## config.mk

```make
export PLATFORM = sky130hd
export DESIGN_NAME = audio_top
export DESIGN_NICKNAME = d
export VERILOG_FILES = /design/src/logic/audio_pkg.sv /design/src/logic/audio_fetch_fsm.sv /design/src/logic/audio_channel_timer.sv /design/src/logic/audio_sample_buffer.sv /design/src/logic/audio_volume_mixer.sv /design/src/logic/audio_pdm_dac.sv /design/src/logic/audio_top.sv
export SDC_FILE = /design/constraint.sdc
export NUM_CORES = 1
export LEC_CHECK = 0
export BUFFER_PORTS_ARGS = -buffer_cell sky130_fd_sc_hd__buf_4
export CAP_MARGIN = 0
export CORE_MARGIN = 5
export CORE_UTILIZATION = 35
export DETAILED_ROUTE_END_ITERATION = 16
export SLEW_MARGIN = 15
export SYNTH_ARGS = -nofsm -noshare
export SYNTH_HDL_FRONTEND = slang
export SYNTH_SLANG_ARGS = --single-unit
```

## constraint.sdc

```tcl
create_clock -name clk -period 5.7 [get_ports clk]
set_clock_uncertainty 0.05 [all_clocks]
set_input_delay 0.285 -clock clk [delete_from_list [all_inputs] [get_ports clk]]
set_output_delay 0.285 -clock clk [all_outputs]
set_load 0.01 [all_outputs]
```

## src/logic/audio_pkg.sv

```systemverilog
// audio playback package
// widths, word and address types, and the channel config and fetch request structs

package audio_pkg;

    localparam int ADDR_W   = 16;   // sample memory address width
    localparam int SAMPLE_W = 8;    // sample and dac code width

    // one 16-bit sample memory word, two signed samples, high byte first
    typedef logic [15:0] word_t;

    typedef logic [ADDR_W-1:0] addr_t;

    typedef logic signed [SAMPLE_W-1:0] sample_t;

    typedef logic [SAMPLE_W-1:0] dac_code_t;    // unsigned, 8'h80 is silence

    // settings for the single channel, held as levels by the register block
    typedef struct packed {
        logic        enable;
        logic [15:0] vol;       // [15:8] left, [7:0] right
        logic [14:0] period;    // cycles between samples, minus two
        logic        tile;      // 0 selects video ram, 1 tile ram
        addr_t       start;
        logic [14:0] len;       // words per loop, minus one
        logic        restart;   // one cycle strobe
    } audio_chan_cfg_t;

    // memory request presented to the arbiter
    typedef struct packed {
        logic  tile;
        addr_t addr;
    } audio_fetch_t;

endpackage

```

## src/logic/audio_fetch_fsm.sv

```systemverilog
// audio fetch FSM
// raises the memory fetch request, holds it until ack and passes the word to the buffer

`timescale 1ns/1ps

module audio_fetch_fsm (
    input  logic                    clk,
    input  logic                    reset_i,
    input  logic                    want_word_i,
    input  logic                    empty_i,
    input  audio_pkg::audio_fetch_t req_i,
    input  logic                    ack_i,
    input  audio_pkg::word_t        word_i,
    output logic                    fetch_o,
    output audio_pkg::audio_fetch_t req_o,
    output logic                    word_load_o,
    output audio_pkg::word_t        word_o,
    output logic                    fetch_done_o
);
    import audio_pkg::*;

    typedef enum logic {
        ST_REQ  = 1'b0,
        ST_READ = 1'b1
    } fetch_state_t;

    fetch_state_t state_q;
    audio_fetch_t req_q;
    word_t        word_q;
    logic         fetch_q;
    logic         load_q;
    logic         ack_hit;

    assign ack_hit      = (state_q == ST_READ) && fetch_q && ack_i;
    assign fetch_done_o = ack_hit;     // lets the timer drop want_word on the ack cycle
    assign fetch_o      = fetch_q;
    assign req_o        = req_q;
    assign word_load_o  = load_q;
    assign word_o       = word_q;

    always_ff @(posedge clk) begin
        if (reset_i) begin
            state_q <= ST_REQ;
            fetch_q <= 1'b0;
            req_q   <= '0;
            load_q  <= 1'b0;
        end else begin
            load_q <= ack_hit;
            case (state_q)
                ST_REQ: begin
                    // only start when the buffer has played out both bytes
                    if (want_word_i && empty_i) begin
                        fetch_q <= 1'b1;
                    end
                    req_q   <= req_i;       // frozen while in read
                    state_q <= ST_READ;
                end
                ST_READ: begin
                    if (!fetch_q || ack_i) begin
                        fetch_q <= 1'b0;
                        state_q <= ST_REQ;
                    end
                end
                default: begin
                    state_q <= ST_REQ;
                end
            endcase
        end
    end

    // word is valid from the arbiter only in the ack cycle
    always_ff @(posedge clk) begin
        if (ack_hit) begin
            word_q <= word_i;
        end
    end

endmodule

```

## src/logic/audio_channel_timer.sv

```systemverilog
// audio channel timer
// counts down the playback period and steps the sample address through one loop

`timescale 1ns/1ps

module audio_channel_timer (
    input  logic                       clk,
    input  logic                       reset_i,
    input  audio_pkg::audio_chan_cfg_t cfg_i,
    input  logic                       fetch_done_i,
    output logic                       emit_o,
    output logic                       want_word_o,
    output audio_pkg::audio_fetch_t    req_o,
    output logic                       reload_o
);
    import audio_pkg::*;

    logic [15:0]  period_q;     // bit 15 flags underflow
    logic [15:0]  length_q;     // words left in this loop
    logic [15:0]  length_n;
    logic         second_q;     // next emit plays the low byte
    logic         want_q;
    logic         restart;
    audio_fetch_t cur_q;

    assign length_n = length_q - 16'd1;
    assign restart  = length_n[15] || cfg_i.restart;   // loop done or forced

    // period underflow or forced restart
    assign emit_o      = period_q[15] || cfg_i.restart;
    assign want_word_o = want_q;
    assign req_o       = cur_q;

    always_ff @(posedge clk) begin
        if (reset_i) begin
            period_q <= '0;
            length_q <= '0;
            second_q <= 1'b0;
            want_q   <= 1'b0;
            cur_q    <= '0;
            reload_o <= 1'b0;
        end else begin
            reload_o <= 1'b0;
            if (cfg_i.enable) begin
                period_q <= period_q - 16'd1;
            end

            if (emit_o) begin
                // a disabled channel reloads with the underflow bit set and idles
                period_q <= {!cfg_i.enable, cfg_i.period};
                second_q <= cfg_i.restart ? 1'b1 : !second_q;

                // first byte of a word, so line up the next word address
                if (!second_q || cfg_i.restart) begin
                    want_q <= cfg_i.enable;
                    if (restart) begin
                        cur_q.tile <= cfg_i.tile;
                        cur_q.addr <= cfg_i.start;
                        length_q   <= {1'b0, cfg_i.len};
                        reload_o   <= 1'b1;
                    end else begin
                        cur_q.addr <= cur_q.addr + ADDR_W'(1);
                        length_q   <= length_n;
                    end
                end
            end

            if (fetch_done_i) begin
                want_q <= 1'b0;
            end
        end
    end

endmodule

```

## src/logic/audio_sample_buffer.sv

```systemverilog
// audio sample buffer
// holds one fetched word and plays its two bytes out as the channel value

`timescale 1ns/1ps

module audio_sample_buffer (
    input  logic               clk,
    input  logic               reset_i,
    input  logic               enable_i,
    input  logic               emit_i,
    input  logic               word_load_i,
    input  audio_pkg::word_t   word_i,
    output logic               empty_o,
    output audio_pkg::sample_t chan_val_o
);
    import audio_pkg::*;

    word_t      buf_q;
    logic [1:0] valid_q;    // [1] high byte, [0] low byte
    sample_t    val_q;

    assign empty_o    = (valid_q == 2'b00);
    assign chan_val_o = val_q;

    // byte data, a stale word just keeps replaying its low byte
    always_ff @(posedge clk) begin
        if (word_load_i) begin
            buf_q <= word_i;
        end else if (emit_i) begin
            buf_q[15:8] <= buf_q[7:0];
        end
    end

    always_ff @(posedge clk) begin
        if (reset_i) begin
            valid_q <= 2'b00;
            val_q   <= '0;
        end else begin
            if (word_load_i) begin
                valid_q <= 2'b11;
            end else if (emit_i) begin
                valid_q <= {valid_q[0], 1'b0};
            end

            if (!enable_i) begin
                val_q <= '0;            // silence
            end else if (emit_i) begin
                val_q <= sample_t'(buf_q[15:8]);
            end
        end
    end

endmodule

```

## src/logic/audio_volume_mixer.sv

```systemverilog
// audio volume mixer
// scales the channel value by left and right volume and converts to unsigned dac codes

`timescale 1ns/1ps

module audio_volume_mixer (
    input  logic                 clk,
    input  logic                 reset_i,
    input  audio_pkg::sample_t   chan_val_i,
    input  audio_pkg::word_t     vol_i,
    output audio_pkg::dac_code_t code_l_o,
    output audio_pkg::dac_code_t code_r_o
);
    import audio_pkg::*;

    typedef enum logic {
        ST_MULT = 1'b0,
        ST_CONV = 1'b1
    } mix_state_t;

    mix_state_t                    state_q;
    sample_t                       sample_q;
    logic signed [SAMPLE_W-1:0]    vol_l_q;     // 0..127
    logic signed [SAMPLE_W-1:0]    vol_r_q;
    logic signed [2*SAMPLE_W-1:0]  prod_l;
    logic signed [2*SAMPLE_W-1:0]  prod_r;

    // clip when the top two bits disagree, else take bits 13..6 with sign flipped
    function automatic dac_code_t to_code(input logic signed [2*SAMPLE_W-1:0] p);
        dac_code_t code;
        if (p[15] != p[14]) begin
            code = p[15] ? 8'h00 : 8'hFF;
        end else begin
            code = {~p[13], p[12:6]};
        end
        return code;
    endfunction

    assign prod_l = sample_q * vol_l_q;
    assign prod_r = sample_q * vol_r_q;

    // operands are captured in the multiply state only
    always_ff @(posedge clk) begin
        if (state_q == ST_MULT) begin
            sample_q <= chan_val_i;
            vol_l_q  <= {1'b0, vol_i[15:9]};
            vol_r_q  <= {1'b0, vol_i[7:1]};
        end
    end

    always_ff @(posedge clk) begin
        if (reset_i) begin
            state_q  <= ST_MULT;
            code_l_o <= '0;
            code_r_o <= '0;
        end else begin
            case (state_q)
                ST_MULT: state_q <= ST_CONV;
                ST_CONV: begin
                    code_l_o <= to_code(prod_l);
                    code_r_o <= to_code(prod_r);
                    state_q  <= ST_MULT;
                end
                default: state_q <= ST_MULT;
            endcase
        end
    end

endmodule

```

## src/logic/audio_pdm_dac.sv

```systemverilog
// first-order pulse-density dac
// accumulates the code each cycle and outputs the registered carry

`timescale 1ns/1ps

module audio_pdm_dac (
    input  logic                 clk,
    input  logic                 reset_i,
    input  audio_pkg::dac_code_t code_i,
    output logic                 pdm_o
);
    import audio_pkg::*;

    logic [SAMPLE_W-1:0] acc_q;

    // code ones out of every 256 cycles
    always_ff @(posedge clk) begin
        if (reset_i) begin
            acc_q <= '0;
            pdm_o <= 1'b0;
        end else begin
            {pdm_o, acc_q} <= {1'b0, acc_q} + {1'b0, code_i};
        end
    end

endmodule

```

## src/logic/audio_top.sv

```systemverilog
// audio playback top
// one channel from sample memory fetch through volume mixing to two pdm outputs

`timescale 1ns/1ps

module audio_top (
    input  logic                       clk,
    input  logic                       reset_i,
    input  audio_pkg::audio_chan_cfg_t cfg_i,
    input  logic                       ack_i,
    input  audio_pkg::word_t           word_i,
    output logic                       fetch_o,
    output audio_pkg::audio_fetch_t    req_o,
    output logic                       reload_o,
    output logic                       pdm_l_o,
    output logic                       pdm_r_o
);
    import audio_pkg::*;

    logic         emit;
    logic         want_word;
    logic         fetch_done;
    logic         word_load;
    logic         empty;
    audio_fetch_t timer_req;    // current address from the timer
    word_t        load_word;
    sample_t      chan_val;
    dac_code_t    code_l;
    dac_code_t    code_r;

    audio_channel_timer u_timer (
        .clk          (clk),
        .reset_i      (reset_i),
        .cfg_i        (cfg_i),
        .fetch_done_i (fetch_done),
        .emit_o       (emit),
        .want_word_o  (want_word),
        .req_o        (timer_req),
        .reload_o     (reload_o)
    );

    audio_fetch_fsm u_fetch (
        .clk          (clk),
        .reset_i      (reset_i),
        .want_word_i  (want_word),
        .empty_i      (empty),
        .req_i        (timer_req),
        .ack_i        (ack_i),
        .word_i       (word_i),
        .fetch_o      (fetch_o),
        .req_o        (req_o),
        .word_load_o  (word_load),
        .word_o       (load_word),
        .fetch_done_o (fetch_done)
    );

    audio_sample_buffer u_buffer (
        .clk         (clk),
        .reset_i     (reset_i),
        .enable_i    (cfg_i.enable),
        .emit_i      (emit),
        .word_load_i (word_load),
        .word_i      (load_word),
        .empty_o     (empty),
        .chan_val_o  (chan_val)
    );

    audio_volume_mixer u_mixer (
        .clk        (clk),
        .reset_i    (reset_i),
        .chan_val_i (chan_val),
        .vol_i      (cfg_i.vol),
        .code_l_o   (code_l),
        .code_r_o   (code_r)
    );

    audio_pdm_dac dac_l (
        .clk     (clk),
        .reset_i (reset_i),
        .code_i  (code_l),
        .pdm_o   (pdm_l_o)
    );

    audio_pdm_dac dac_r (
        .clk     (clk),
        .reset_i (reset_i),
        .code_i  (code_r),
        .pdm_o   (pdm_r_o)
    );

endmodule

```

# Word-level counts from Yosys, hierarchy flattened
# Cells that the tools add are included.
[classes]
addsub = 5
mul = 2
eq_ne = 4
muxes = 20
n_bitwise = 7
n_reduce_logical = 19
[op_table]
columns = ["operator", "n"]
rows = [
  ["$mux 16", 4],
  ["$mux 8", 6],
  ["$mul 8x8->16", 2],
  ["$sub 16x1->16 const B", 2],
  ["$add 8x8->9", 2],
  ["$add 16x1->16 const B", 1],
  ["$not 1->1", 7],
  ["$pmux 1 s2", 3],
  ["$mux 1", 5],
  ["$logic_or 1x1->1", 4],
  ["$mux 2", 2],
  ["$reduce_and 2->1", 2],
  ["$reduce_bool 2->1", 2],
  ["$reduce_or 2->1", 2],
  ["$logic_and 1x1->1", 3],
  ["$logic_not 1->1", 3],
  ["$reduce_and 3->1", 1],
  ["$reduce_or 3->1", 1],
  ["$logic_not 2->1", 1],
  ["$ne 1x1->1", 2],
  ["$ne 2x1->1 const B", 1],
  ["$ne 2x2->1 const B", 1],
]
[totals]
regBits = 171
output_inout_bits = 21

# Logic depth before layout (Yosys ltp)
# Gate-level depths: netlist (run 1).
[logic_depth]
ltp_word = 4
mapped_depth = 19
ltp_nobuf = 18

# Hierarchy
# Synthesis (run 1) repeated with hierarchy kept, for this count alone.
[unflattened]
hier_cells = 1258
area_unflattened_um2 = 12209.2
[modules_own_cells]
columns = ["module", "n_inst", "cells_each", "area_per_inst_um2", "seq_area_each_um2"]
rows = [
  ["audio_volume_mixer", 1, 618, 5870.6, 1001.0],
  ["audio_channel_timer", 1, 376, 3032.9, 1041.0],
  ["audio_fetch_fsm", 1, 81, 1189.9, 880.8],
  ["audio_pdm_dac", 2, 61, 580.6, 180.2],
  ["audio_sample_buffer", 1, 61, 954.7, 680.7],
]

# Least setup slack after synthesis (run 1)
# Ideal clock, no wire load.
[synth_path]
kind = "register -> register"
start = "reg u_mixer.sample_q[3]"
end = "reg u_mixer.code_l_o[0]"
arrival_ns = 4.844
required_ns = 5.564
slack_ns = 0.721
path_stages_with_launch = 20
path_cell_list = "edfxtp_1 -> clkbuf_1 -> and2_1 -> fa_1 -> inv_1 -> fa_1 -> inv_1 -> fa_1 -> inv_1 -> fa_1 -> inv_1 -> ha_1 -> nor2_1 -> nor3b_1 -> a21oi_1 -> o21a_1 -> o311a_1 -> buf_2 -> maj3_1 -> a211oi_1"
[synth_via]
elab_chain_cells = 3
elab_cells_between_ends = 4
classes_between = "mul: 1; eq/ne: 1; mux: 2"
[synth_lines]
columns = ["element", "line", "rtl"]
rows = [
  ["start, declared", "audio_volume_mixer.sv:22", "sample_t sample_q;"],
  ["start signal, assigned", "audio_volume_mixer.sv:45", "sample_q <= chan_val_i;"],
  ["$mul 8x8->16 (*)", "audio_volume_mixer.sv:39", "assign prod_l = sample_q * vol_l_q;"],
  ["$mux 8 / $ne 1x1->1 (equally long branches)", "audio_volume_mixer.sv:32, audio_volume_mixer.sv:31", ""],
  ["$mux 8 (*)", "audio_volume_mixer.sv:31", "if (p[15] != p[14]) begin"],
  ["end signal, assigned", "audio_volume_mixer.sv:60", "code_l_o <= to_code(prod_l);"],
  ["end, declared", "audio_volume_mixer.sv:11", "output audio_pkg::dac_code_t code_l_o,"],
]
# Mark *: on every way between the ends. The rest lies on a longest branch, timed or not.
# A chain may end at the register's enable or synchronous reset.

# Worst setup path after layout (run 1)
[layout_path]
start = "reg u_mixer.sample_q[7]"
end = "reg u_mixer.code_r_o[7]"
[layout_via]
elab_chain_cells = 3
elab_cells_between_ends = 5
classes_between = "mul: 1; eq/ne: 1; mux: 2; bitwise: 1"
[layout_lines]
columns = ["element", "line", "rtl"]
rows = [
  ["$mul 8x8->16 (*)", "audio_volume_mixer.sv:40", "assign prod_r = sample_q * vol_r_q;"],
  ["$mux 8 (tied with other cells)", "audio_volume_mixer.sv:32", "code = p[15] ? 8'h00 : 8'hFF;"],
  ["$mux 8 (*)", "audio_volume_mixer.sv:31", ""],
  ["end signal, assigned", "audio_volume_mixer.sv:61", "code_r_o <= to_code(prod_r);"],
  ["end, declared", "audio_volume_mixer.sv:12", "output audio_pkg::dac_code_t code_r_o"],
]
# Marks and branches as above.

==> metrics.md, run 1 <==
| Metric | Value |
|---|---|
| Outcome | `completed` |
| FMAX | `187 MHz` |
| Required time of the critical path | `6.01 ns` |
| RSZ-0062 raised after global routing | `false` |
| Pin count of the biggest net entering global routing | `92` |
| Placed cells | `1773` |
| CTS clk-pin slew, worst paths | `0.08 ns` |
| CTS Buffer Depth | `2` |
| Num CTS Buffers | `17` |
| Seq cells post-synth | `171` |
| CP Max Fanout | `12` |
| Post-synthesis sequential area ratio | `0.334` |
| Finished Layout Cells | `1836` |
| TritonCTS clock tree | `done` |
| Drt first-iter violations | `473` |
| Avg Vias per Cell | `4.85` |
| Area after DPL | `13100 sq um` |
| Minimum hold slack | `0.0458 ns` |
| MaxCap Viol Count | `0` |
| Worst setup path class | `reg2reg` |
| CTS H-tree lvls | `4` |
| Setup violations, final | `0` |
| # nets final | `1630` |
| Hold path startpoint | `cfg_i[34]` |
| CP Capture Type | `flop` |
| Storage cell area | `3960 sq um` |
| Met3 WL | `929 um` |
| Global-route wire length before repair | `44.1 mm` |
| Ys async rst share | `0` |
| Post-route DRC | `0` |
| Synth unique cells | `64` |
| Num rows | `67` |
| Post-Syn Area per Cell | `9.42 sq um` |
| Startpoint Class | `flop` |
| Leak | `6.03 nW` |
| Die W | `194 um` |
| Routed WL | `25.4 mm` |
| Reg2reg setup slack | `0.35 ns` |
| Crit path DAT | `5.66 ns` |
| DR WL/cell | `13.8 um` |
| Power Dens Cells | `332 nW/um^2` |
| Initial Util | `0.354` |
| Predominant post-synthesis flop cell | `dfxtp_1` |
| Maximum VDD drop | `0.238 mV` |
| Root Buffer | `clkbuf_16` |
| Cell area after layout | `14000 sq um` |
| Grt ovf | `0` |
| Antenna violations before repair | `0` |
| Routed Antenna Nets | `0` |
| Ys Warns | `0` |
| Total power | `4.66 mW` |
| FF-to-FF End | `u_mixer.code_r_o[7]` |
| Final hold violation count | `0` |
| ANT cells | `0` |
| Post-Syn Nets | `1515` |
| WL met2 | `12.4 mm` |
| Clock Latency Late Sink | `0.45 ns` |
| Period minus WS final | `5.35 ns` |
| DRT met1 WL | `11.8 mm` |
| Die area | `37700 sq um` |
| Worst slew pin tran | `1.06 ns` |
| IO buf count | `102` |
| Clock Sinks | `171` |
| Top layer in use | `met4` |
| R2r worst-path depth | `18` |
| Fraction of layout cells with a size suffix above 1 | `0.131` |
| Worst slew margin | `0.293` |
| IO Pins | `105` |
| Synth Instances | `1260` |
| Worst Hold End | `u_timer.period_q[1]` |
| Hold path depth | `3` |
| Vias in the first global route | `9137` |
| Tot GR Track Use | `0.139` |
| Core footprint | `33500 sq um` |
| Final HPWL from detailed placement | `18.4 mm` |
| Gpl congestion | `0.806` |
| Multi-input logic area | `6960 sq um` |
| DRT Pass-1 Iters | `7` |
| Synth-to-layout area growth | `18.1%` |
| Worst r2r src | `u_mixer.sample_q[7]` |
| Fin. max-slew vios | `0` |
| Hold Crit Class | `in2reg` |
| Final period utilization | `0.939` |
| Post-Route Setup TNS | `0 ns` |
| Routed vias | `8896` |
| Post-synth EDFFs | `54` |
| Fillers | `3332` |
| # resized after CTS | `0` |
| Die Y | `194 um` |
| Area of the mapped netlist | `11900 sq um` |
## metal layers
layer,vias up,global-route usage
met3,22,0.0306
met1,4313,0.183
li1,4423,-
met2,138,0.234
met4,0,0.0341
met5,-,0
## cells in the final DEF (no fill, tap or decap), types with 34 or more instances in the layout
cell type,synthesis,final
ha_1,79,79
and2_1,79,79
buf_4,3,118
a21oi_1,68,67
edfxtp_1,54,54
inv_1,192,192
a211oi_1,34,34
o21ai_0,34,34
dfxtp_1,117,117
nor2_1,97,96
nand2_1,84,84
fa_1,92,92
## registers in the layout, summed over array words and instances, names as in the netlist, 2 cells and up
name                 cells
u_mixer.sample_q         8
u_buffer.buf_q          16
u_buffer.valid_q         2
u_fetch.req_o           17
u_timer.req_o           17
u_fetch.word_o          16
u_timer.length_q        16
u_mixer.code_l_o         8
u_mixer.vol_r_q          7
dac_r.acc_q              8
dac_l.acc_q              8
u_timer.period_q        16
u_mixer.vol_l_q          7
u_buffer.chan_val_o      8
u_mixer.code_r_o         8
## cells in the mapped netlist (all sizes together), types with 3 or more instances
cell / number / area share
a211oi: 34 / 0.022
a21o: 6 / 0.0038
a21oi: 68 / 0.029
a22oi: 5 / 0.0032
a311oi: 5 / 0.0037
a31o: 6 / 0.0044
a31oi: 7 / 0.0037
and2: 79 / 0.042
and3: 6 / 0.0032
buf: 14 / 0.0078
clkbuf: 38 / 0.012
dfxtp: 117 / 0.20
edfxtp: 54 / 0.14
fa: 92 / 0.16
ha: 79 / 0.083
inv: 192 / 0.061
maj3: 16 / 0.013
mux2: 15 / 0.014
mux2i: 21 / 0.018
nand2: 84 / 0.027
nand2b: 6 / 0.0032
nand3: 20 / 0.0084
nand3b: 6 / 0.0038
nand4: 6 / 0.0032
nor2: 97 / 0.031
nor2b: 11 / 0.0058
nor3: 28 / 0.012
nor3b: 3 / 0.0019
nor4: 13 / 0.0074
o211ai: 8 / 0.0055
o21ai: 36 / 0.015
o21bai: 3 / 0.0019
o31a: 3 / 0.0022
o31ai: 3 / 0.0019
o32ai: 4 / 0.0030
or2: 3 / 0.0016
or3: 6 / 0.0032
or4: 5 / 0.0038
xnor2: 33 / 0.024
xor2: 10 / 0.0074
## area by class of cell
class                           count  area share
Clock buffer                       18      0.0321
Clock inverter                     14      0.0127
Inverter                          192      0.0514
Multi-Input combinational cell    845       0.496
Sequential cell                   171       0.283
Tap cell                          448      0.0400
Timing Repair Buffer              148      0.0846
## timing repair
item / 4_1_cts / 5_1_grt
hold buffers: 30 / 0
hold endpoints to repair: 30 / 0
endpoints found under the setup margin: 0 / 1
setup buffers: 0 / 1
## critical path, stage by stage (launching register included)
cell and delay [ns]:
edfxtp_1 0.67, nand2_1 0.22, inv_1 0.10, fa_1 0.59, inv_1 0.11, fa_1 0.49, inv_1 0.05, fa_1 0.47
inv_1 0.05, fa_1 0.47, inv_1 0.04, ha_1 0.35, nand3_1 0.19, and3b_1 0.23, a311o_1 0.28, xor2_1 0.14
buf_4 0.17, maj3_1 0.35, a211oi_1 0.24
## logic make-up (layout without fill, tap and decap cells)
kind of cell | count (synthesis) | in the layout | share of synthesized area
AND/OR/NAND/NOR | 379 | 379 | 0.162
XOR/XNOR | 43 | 43 | 0.0317
multiplexers | 36 | 36 | 0.0319
AO/OA/AOI/OAI | 200 | 200 | 0.108
adder cells (fa/ha/maj) | 187 | 187 | 0.252
buffers and inverters | 244 | 372 | 0.0805
flip-flops | 171 | 171 | 0.334
## per-stage QoR
stage                      util  worst slack [ns]
final                     0.418             0.347
after global routing      0.418            0.0103
after CTS                 0.418             0.294
after detailed placement  0.390             0.364
after global placement    0.390             0.353
after floorplan               -             0.721
## power breakdown
part	total, mW	switching, mW	internal [mW]	leakage, nW
clock	1.23	0.606	0.626	0.305
sequential	1.51	0.114	1.40	1.48
combinational	1.92	1.01	0.908	4.24
total	4.66	1.73	2.93	6.03
## how the worst max path moves through the flow
stage	start	to	slack, ns	depth (start not counted)
floorplan	u_mixer.sample_q[3]	u_mixer.code_l_o[0]	0.72	19
global placement	u_mixer.sample_q[5]	u_mixer.code_l_o[0]	0.35	18
detailed placement	u_mixer.sample_q[5]	u_mixer.code_l_o[7]	0.36	18
CTS	u_mixer.sample_q[5]	u_mixer.code_l_o[3]	0.29	18
global route	u_mixer.sample_q[7]	u_mixer.code_r_o[1]	0.01	18
finish	u_mixer.sample_q[7]	u_mixer.code_r_o[7]	0.35	18
(Power assumes the default switching activity.)
==> run 2: changes to the inputs <==
Settings changed: SETUP_SLACK_MARGIN set to 0.5, SKIP_LAST_GASP set to 1.
==> metrics.md, run 2 (synthesis results as in run 1) <==
| Metric | Value |
|---|---|
| DRT Pass-1 Iters | `5` |
| Clock Power Share | `0.245` |
| Area after DPL | `13100 sq um` |
| Hold path depth | `3` |
| ANT cells | `0` |
| Routed WL | `26.3 mm` |
| Worst setup path class | `reg2reg` |
| Leak | `6.24 nW` |
| Fin. max-slew vios | `0` |
| CTS Buffer Depth | `2` |
| Crit path DAT | `5.39 ns` |
| R2r worst-path depth | `18` |
| Final HPWL from detailed placement | `18.4 mm` |
| Avg Vias per Cell | `4.85` |
| FMAX | `196 MHz` |
| Initial Util | `0.354` |
| Synth-to-layout area growth | `22.7%` |
| Switching power | `1.89 mW` |
| Startpoint Class | `flop` |
| Cell area after layout | `14600 sq um` |
| Die Y | `194 um` |
| Outcome | `completed` |
| Clock Sinks | `171` |
| IO buf count | `102` |
| # nets final | `1662` |
| CP Max Fanout | `8` |
| Commonest non-fill, non-tap cell in the layout | `inv_1` |
| CP Launch Point | `u_mixer.sample_q[5]` |
| Reg power frac | `0.299` |
| Num CTS Buffers | `17` |
| Reg2reg setup slack | `0.61 ns` |
| Worst slew pin tran | `1.13 ns` |
| Root Buffer | `clkbuf_16` |
| DR WL/cell | `14.1 um` |
| CP Capture Type | `flop` |
| Drt first-iter violations | `419` |
| Post-Route Setup TNS | `0 ns` |
| Clock Latency Late Sink | `0.44 ns` |
| Worst setup path end | `u_mixer.code_l_o[3]` |
| Die W | `194 um` |
| Vias in the first global route | `9245` |
| Final hold violation count | `0` |
| Grt ovf | `0` |
| Period minus WS final | `5.09 ns` |
| FF-to-FF End | `u_mixer.code_l_o[3]` |
| P_int | `3.13 mW` |
| Final period utilization | `0.894` |
| Commonest non-fill, non-tap cells in the layout | `inv_1, buf_4, dfxtp_1` |
| CTS clk-pin slew, worst paths | `0.08 ns` |
| Die area | `37700 sq um` |
| Hold Crit Class | `in2reg` |
| Pin count of the biggest net entering global routing | `92` |
| Num rows | `67` |
| IO Pins | `105` |
| MaxCap Viol Count | `0` |
| Gate power share | `0.456` |
| Sw Share | `0.376` |
| Global-route wire length before repair | `44.5 mm` |
| Routed vias | `9058` |
| Power Dens Cells | `345 nW/um^2` |
| Antenna violations before repair | `0` |
| Post-route DRC | `0` |
| Core footprint | `33500 sq um` |
| Setup violations, final | `0` |
| Required time of the critical path | `6.00 ns` |
| Routed Antenna Nets | `0` |
| Maximum VDD drop | `0.243 mV` |
| RSZ-0062 raised after global routing | `true` |
| CTS H-tree lvls | `4` |
| Gpl congestion | `0.806` |
| Tot GR Track Use | `0.140` |
| Worst r2r src | `u_mixer.sample_q[5]` |
| Fraction of layout cells with a size suffix above 1 | `0.193` |
| Worst slew margin | `0.249` |
| TritonCTS clock tree | `done` |
## run 2: cell type report
class | count | area [sq um]
flip-flops and latches | 171 | 3970
clock buffers | 18 | 450
clock inverters | 14 | 178
well taps | 448 | 561
repair buffers | 180 | 1450
inverters | 192 | 721
multi-input cells | 845 | 7240
fillers | 3281 | 19000
## run 2: how the worst min path moves through the flow
| stage | startpoint | endpoint |
|---|---|---|
| final | cfg_i[34] | u_timer.period_q[1] |
| after global routing | cfg_i[32] | u_timer.req_o[16] |
| after CTS | cfg_i[32] | u_timer.req_o[16] |
| after detailed placement | u_fetch.word_o[6] | u_buffer.buf_q[6] |
| after global placement | u_fetch.word_o[5] | u_buffer.buf_q[5] |
| after floorplan | word_i[0] | u_fetch.word_o[0] |
## run 2: stage by stage
| stage | power [mW] | cells | util | hold WS [ns] | setup WS (ns) |
|---|---|---|---|---|---|
| 2_1_floorplan | 3.01 | 1260 | - | 0.334 | 0.721 |
| 3_3_place_gp | 3.42 | 1773 | 0.390 | 0.355 | 0.353 |
| 3_5_place_dp | 3.44 | 1773 | 0.390 | 0.355 | 0.364 |
| 4_1_cts | 4.77 | 1853 | 0.423 | 0.0250 | 0.486 |
| 5_1_grt | 5.43 | 1868 | 0.434 | 0.0335 | 0.433 |
| 6_report | 5.02 | 1868 | 0.434 | 0.0464 | 0.606 |
## run 2: power by group through the flow
| stage | combinational [mW] | clock, mW | sequential (mW) |
|---|---|---|---|
| 2_1_floorplan | 1.51 | 0 | 1.49 |
| 5_1_grt | 2.59 | 1.32 | 1.52 |
| 4_1_cts | 2.00 | 1.27 | 1.50 |
| 3_3_place_gp | 1.88 | 0 | 1.53 |
| 6_report | 2.29 | 1.23 | 1.50 |
| 3_5_place_dp | 1.90 | 0 | 1.54 |
## run 2: critical path: stages (launching register included)
cell and delay (ns):
edfxtp_1 0.46, buf_6 0.17, and2_1 0.15, fa_1 0.55, inv_2 0.04, fa_1 0.51
inv_2 0.04, fa_1 0.49, inv_2 0.05, fa_1 0.53, inv_1 0.06, ha_4 0.27
nor2_2 0.05, nor3b_2 0.28, a21oi_4 0.12, o21a_1 0.22, o311a_4 0.44, maj3_2 0.32
a211oi_2 0.21
## run 2: routing by layer
metal  track usage  wire length, um  vias to the layer above
li1              -                -                     4488
met1         0.182            11900                     4394
met2         0.237            12800                      148
met3        0.0335             1160                       28
met4        0.0354              364                        0
met5             0                0                        -
## run 2: repair_timing
item,in CTS,in global routing
buffers inserted,18,15
gates resized for setup,6,67
pin swaps,1,42
hold buffers,30,0
setup endpoints to repair,16,16
hold endpoints to repair,30,0
==> run 3: changes to the inputs <==
Settings changed: BUFFER_PORTS_ARGS -buffer_cell sky130_fd_sc_hd__buf_4 to unset, DONT_BUFFER_PORTS set to 1.
==> metrics.md, run 3 (synthesis results as in run 1) <==
| Metric | Value |
|---|---|
| Leak | `6.05 nW` |
| Commonest non-fill, non-tap cell in the layout | `inv_1` |
| Die W | `194 um` |
| FMAX | `197 MHz` |
| Grt ovf | `0` |
| Finished Layout Cells | `1824` |
| Maximum VDD drop | `0.265 mV` |
| DRT Pass-1 Iters | `5` |
| Power Dens Cells | `341 nW/um^2` |
| Clock Sinks | `171` |
| Initial Util | `0.354` |
| Hold Crit Class | `in2reg` |
| Drt first-iter violations | `392` |
| Startpoint Class | `flop` |
| RSZ-0062 raised after global routing | `true` |
| FF-to-FF End | `u_mixer.code_r_o[1]` |
| Worst slew margin | `0.104` |
| Num CTS Buffers | `17` |
| Synth-to-layout area growth | `20.5%` |
| Vias in the first global route | `9300` |
| Commonest non-fill, non-tap cells in the layout | `inv_1, dfxtp_1, nor2_1` |
| CTS H-tree lvls | `4` |
| Fraction of layout cells with a size suffix above 1 | `0.124` |
| Crit path DAT | `5.39 ns` |
| Routed WL | `26.6 mm` |
| CTS Buffer Depth | `2` |
| Fin. max-slew vios | `0` |
| Period minus WS final | `5.08 ns` |
| Routed vias | `8939` |
| IO Pins | `105` |
| Tot GR Track Use | `0.145` |
| Worst slew pin tran | `1.34 ns` |
| Final hold violation count | `0` |
| Post-route DRC | `0` |
| Clock Latency Late Sink | `0.45 ns` |
| TritonCTS clock tree | `done` |
| Total power | `4.88 mW` |
| Final period utilization | `0.891` |
| IO buf count | `0` |
| CP Capture Type | `flop` |
| Global-route wire length before repair | `45.3 mm` |
| CP Max Fanout | `8` |
| Hold path startpoint | `cfg_i[64]` |
| Gpl congestion | `0.805` |
| Core footprint | `33500 sq um` |
| Final HPWL from detailed placement | `18.1 mm` |
| DR WL/cell | `14.6 um` |
| Outcome | `completed` |
| # nets final | `1618` |
| MaxCap Viol Count | `0` |
| Die Y | `194 um` |
| Final WS setup | `0.624 ns` |
| Setup violations, final | `0` |
| Hold path depth | `2` |
| Avg Vias per Cell | `4.90` |
| Worst setup path class | `reg2reg` |
| Routed Antenna Nets | `0` |
| CTS clk-pin slew, worst paths | `0.08 ns` |
| Root Buffer | `clkbuf_16` |
| Pin count of the biggest net entering global routing | `70` |
| Die area | `37700 sq um` |
| Antenna violations before repair | `0` |
| Post-Route Setup TNS | `0 ns` |
| Reg2reg setup slack | `0.62 ns` |
| R2r worst-path depth | `19` |
| Placed cells | `1669` |
| Worst r2r src | `u_mixer.sample_q[3]` |
| ANT cells | `0` |
| Required time of the critical path | `6.02 ns` |
| Worst slack at placement | `0.254 ns` |
| Num rows | `67` |
| Worst Hold End | `u_timer.period_q[1]` |
run 3: cell count changes in the layout (fill, tap and decap cells not counted), sizes merged:
cell | before | now
clkbuf | 18 | 17
inv | 200 | 201
dlygate4sd3 | 30 | 86
buf | 150 | 50
run 3: layout make-up:
type | instances | area (sq um)
clock buffer | 17 | 425
clock inverter | 15 | 171
fill | 3280 | 19200
inverter | 192 | 721
multi-input combinational | 845 | 7160
sequential | 171 | 3960
tap | 448 | 561
timing repair buffer | 136 | 1300
run 3: what timing repair did:
item                       CTS  global route
hold buffers                87             0
resized for setup            5            61
setup buffers               16            20
pin swaps                    1            41
setup endpoints to repair   16            16
hold endpoints to repair   133             0
run 3: power breakdown:
group | switching (mW) | leakage, nW | internal (mW)
Combinational | 1.13 | 4.27 | 1.07
Clock | 0.586 | 0.294 | 0.593
Sequential | 0.111 | 1.48 | 1.40
run 3: worst max path at each step:
stage | startpoint | to | slack [ns]
6_report | u_mixer.sample_q[3] | u_mixer.code_r_o[1] | 0.62
4_1_cts | u_mixer.sample_q[3] | u_mixer.code_r_o[7] | 0.49
2_1_floorplan | u_mixer.sample_q[3] | u_mixer.code_l_o[0] | 0.72
5_1_grt | u_mixer.sample_q[3] | u_mixer.code_r_o[1] | 0.41
3_5_place_dp | u_mixer.sample_q[5] | u_mixer.code_l_o[6] | 0.25
3_3_place_gp | u_mixer.sample_q[5] | u_mixer.code_l_o[1] | 0.33
run 3: stage by stage:
| stage | utilization | instance area (sq um) | hold WS (ns) |
|---|---|---|---|
| after global placement | 0.367 | 12300 | 0.316 |
| after global routing | 0.427 | 14300 | 0.0114 |
| after floorplan | - | 11900 | 0.334 |
| final | 0.427 | 14300 | 0.0356 |
| after CTS | 0.416 | 13900 | 0.00449 |
| after detailed placement | 0.367 | 12300 | 0.318 |
run 3: metal layers:
metal	wire (um)	vias to the layer above	global-route usage
met3	1090	28	0.0335
li1	-	4401	-
met4	433	0	0.0422
met1	12000	4373	0.185
met2	13100	137	0.245
met5	0	-	0
run 3: worst max-delay path, cell delays in order (launching register included):
cell	delay, ns
edfxtp_1	0.46
buf_6	0.15
and2_1	0.15
fa_1	0.48
inv_1	0.05
fa_1	0.49
inv_2	0.04
fa_1	0.55
inv_2	0.04
fa_1	0.55
inv_2	0.05
ha_4	0.28
o21ai_4	0.06
a211oi_2	0.29
nand2_1	0.13
a311o_1	0.38
xor2_1	0.14
buf_4	0.17
maj3_2	0.30
a211oi_1	0.18
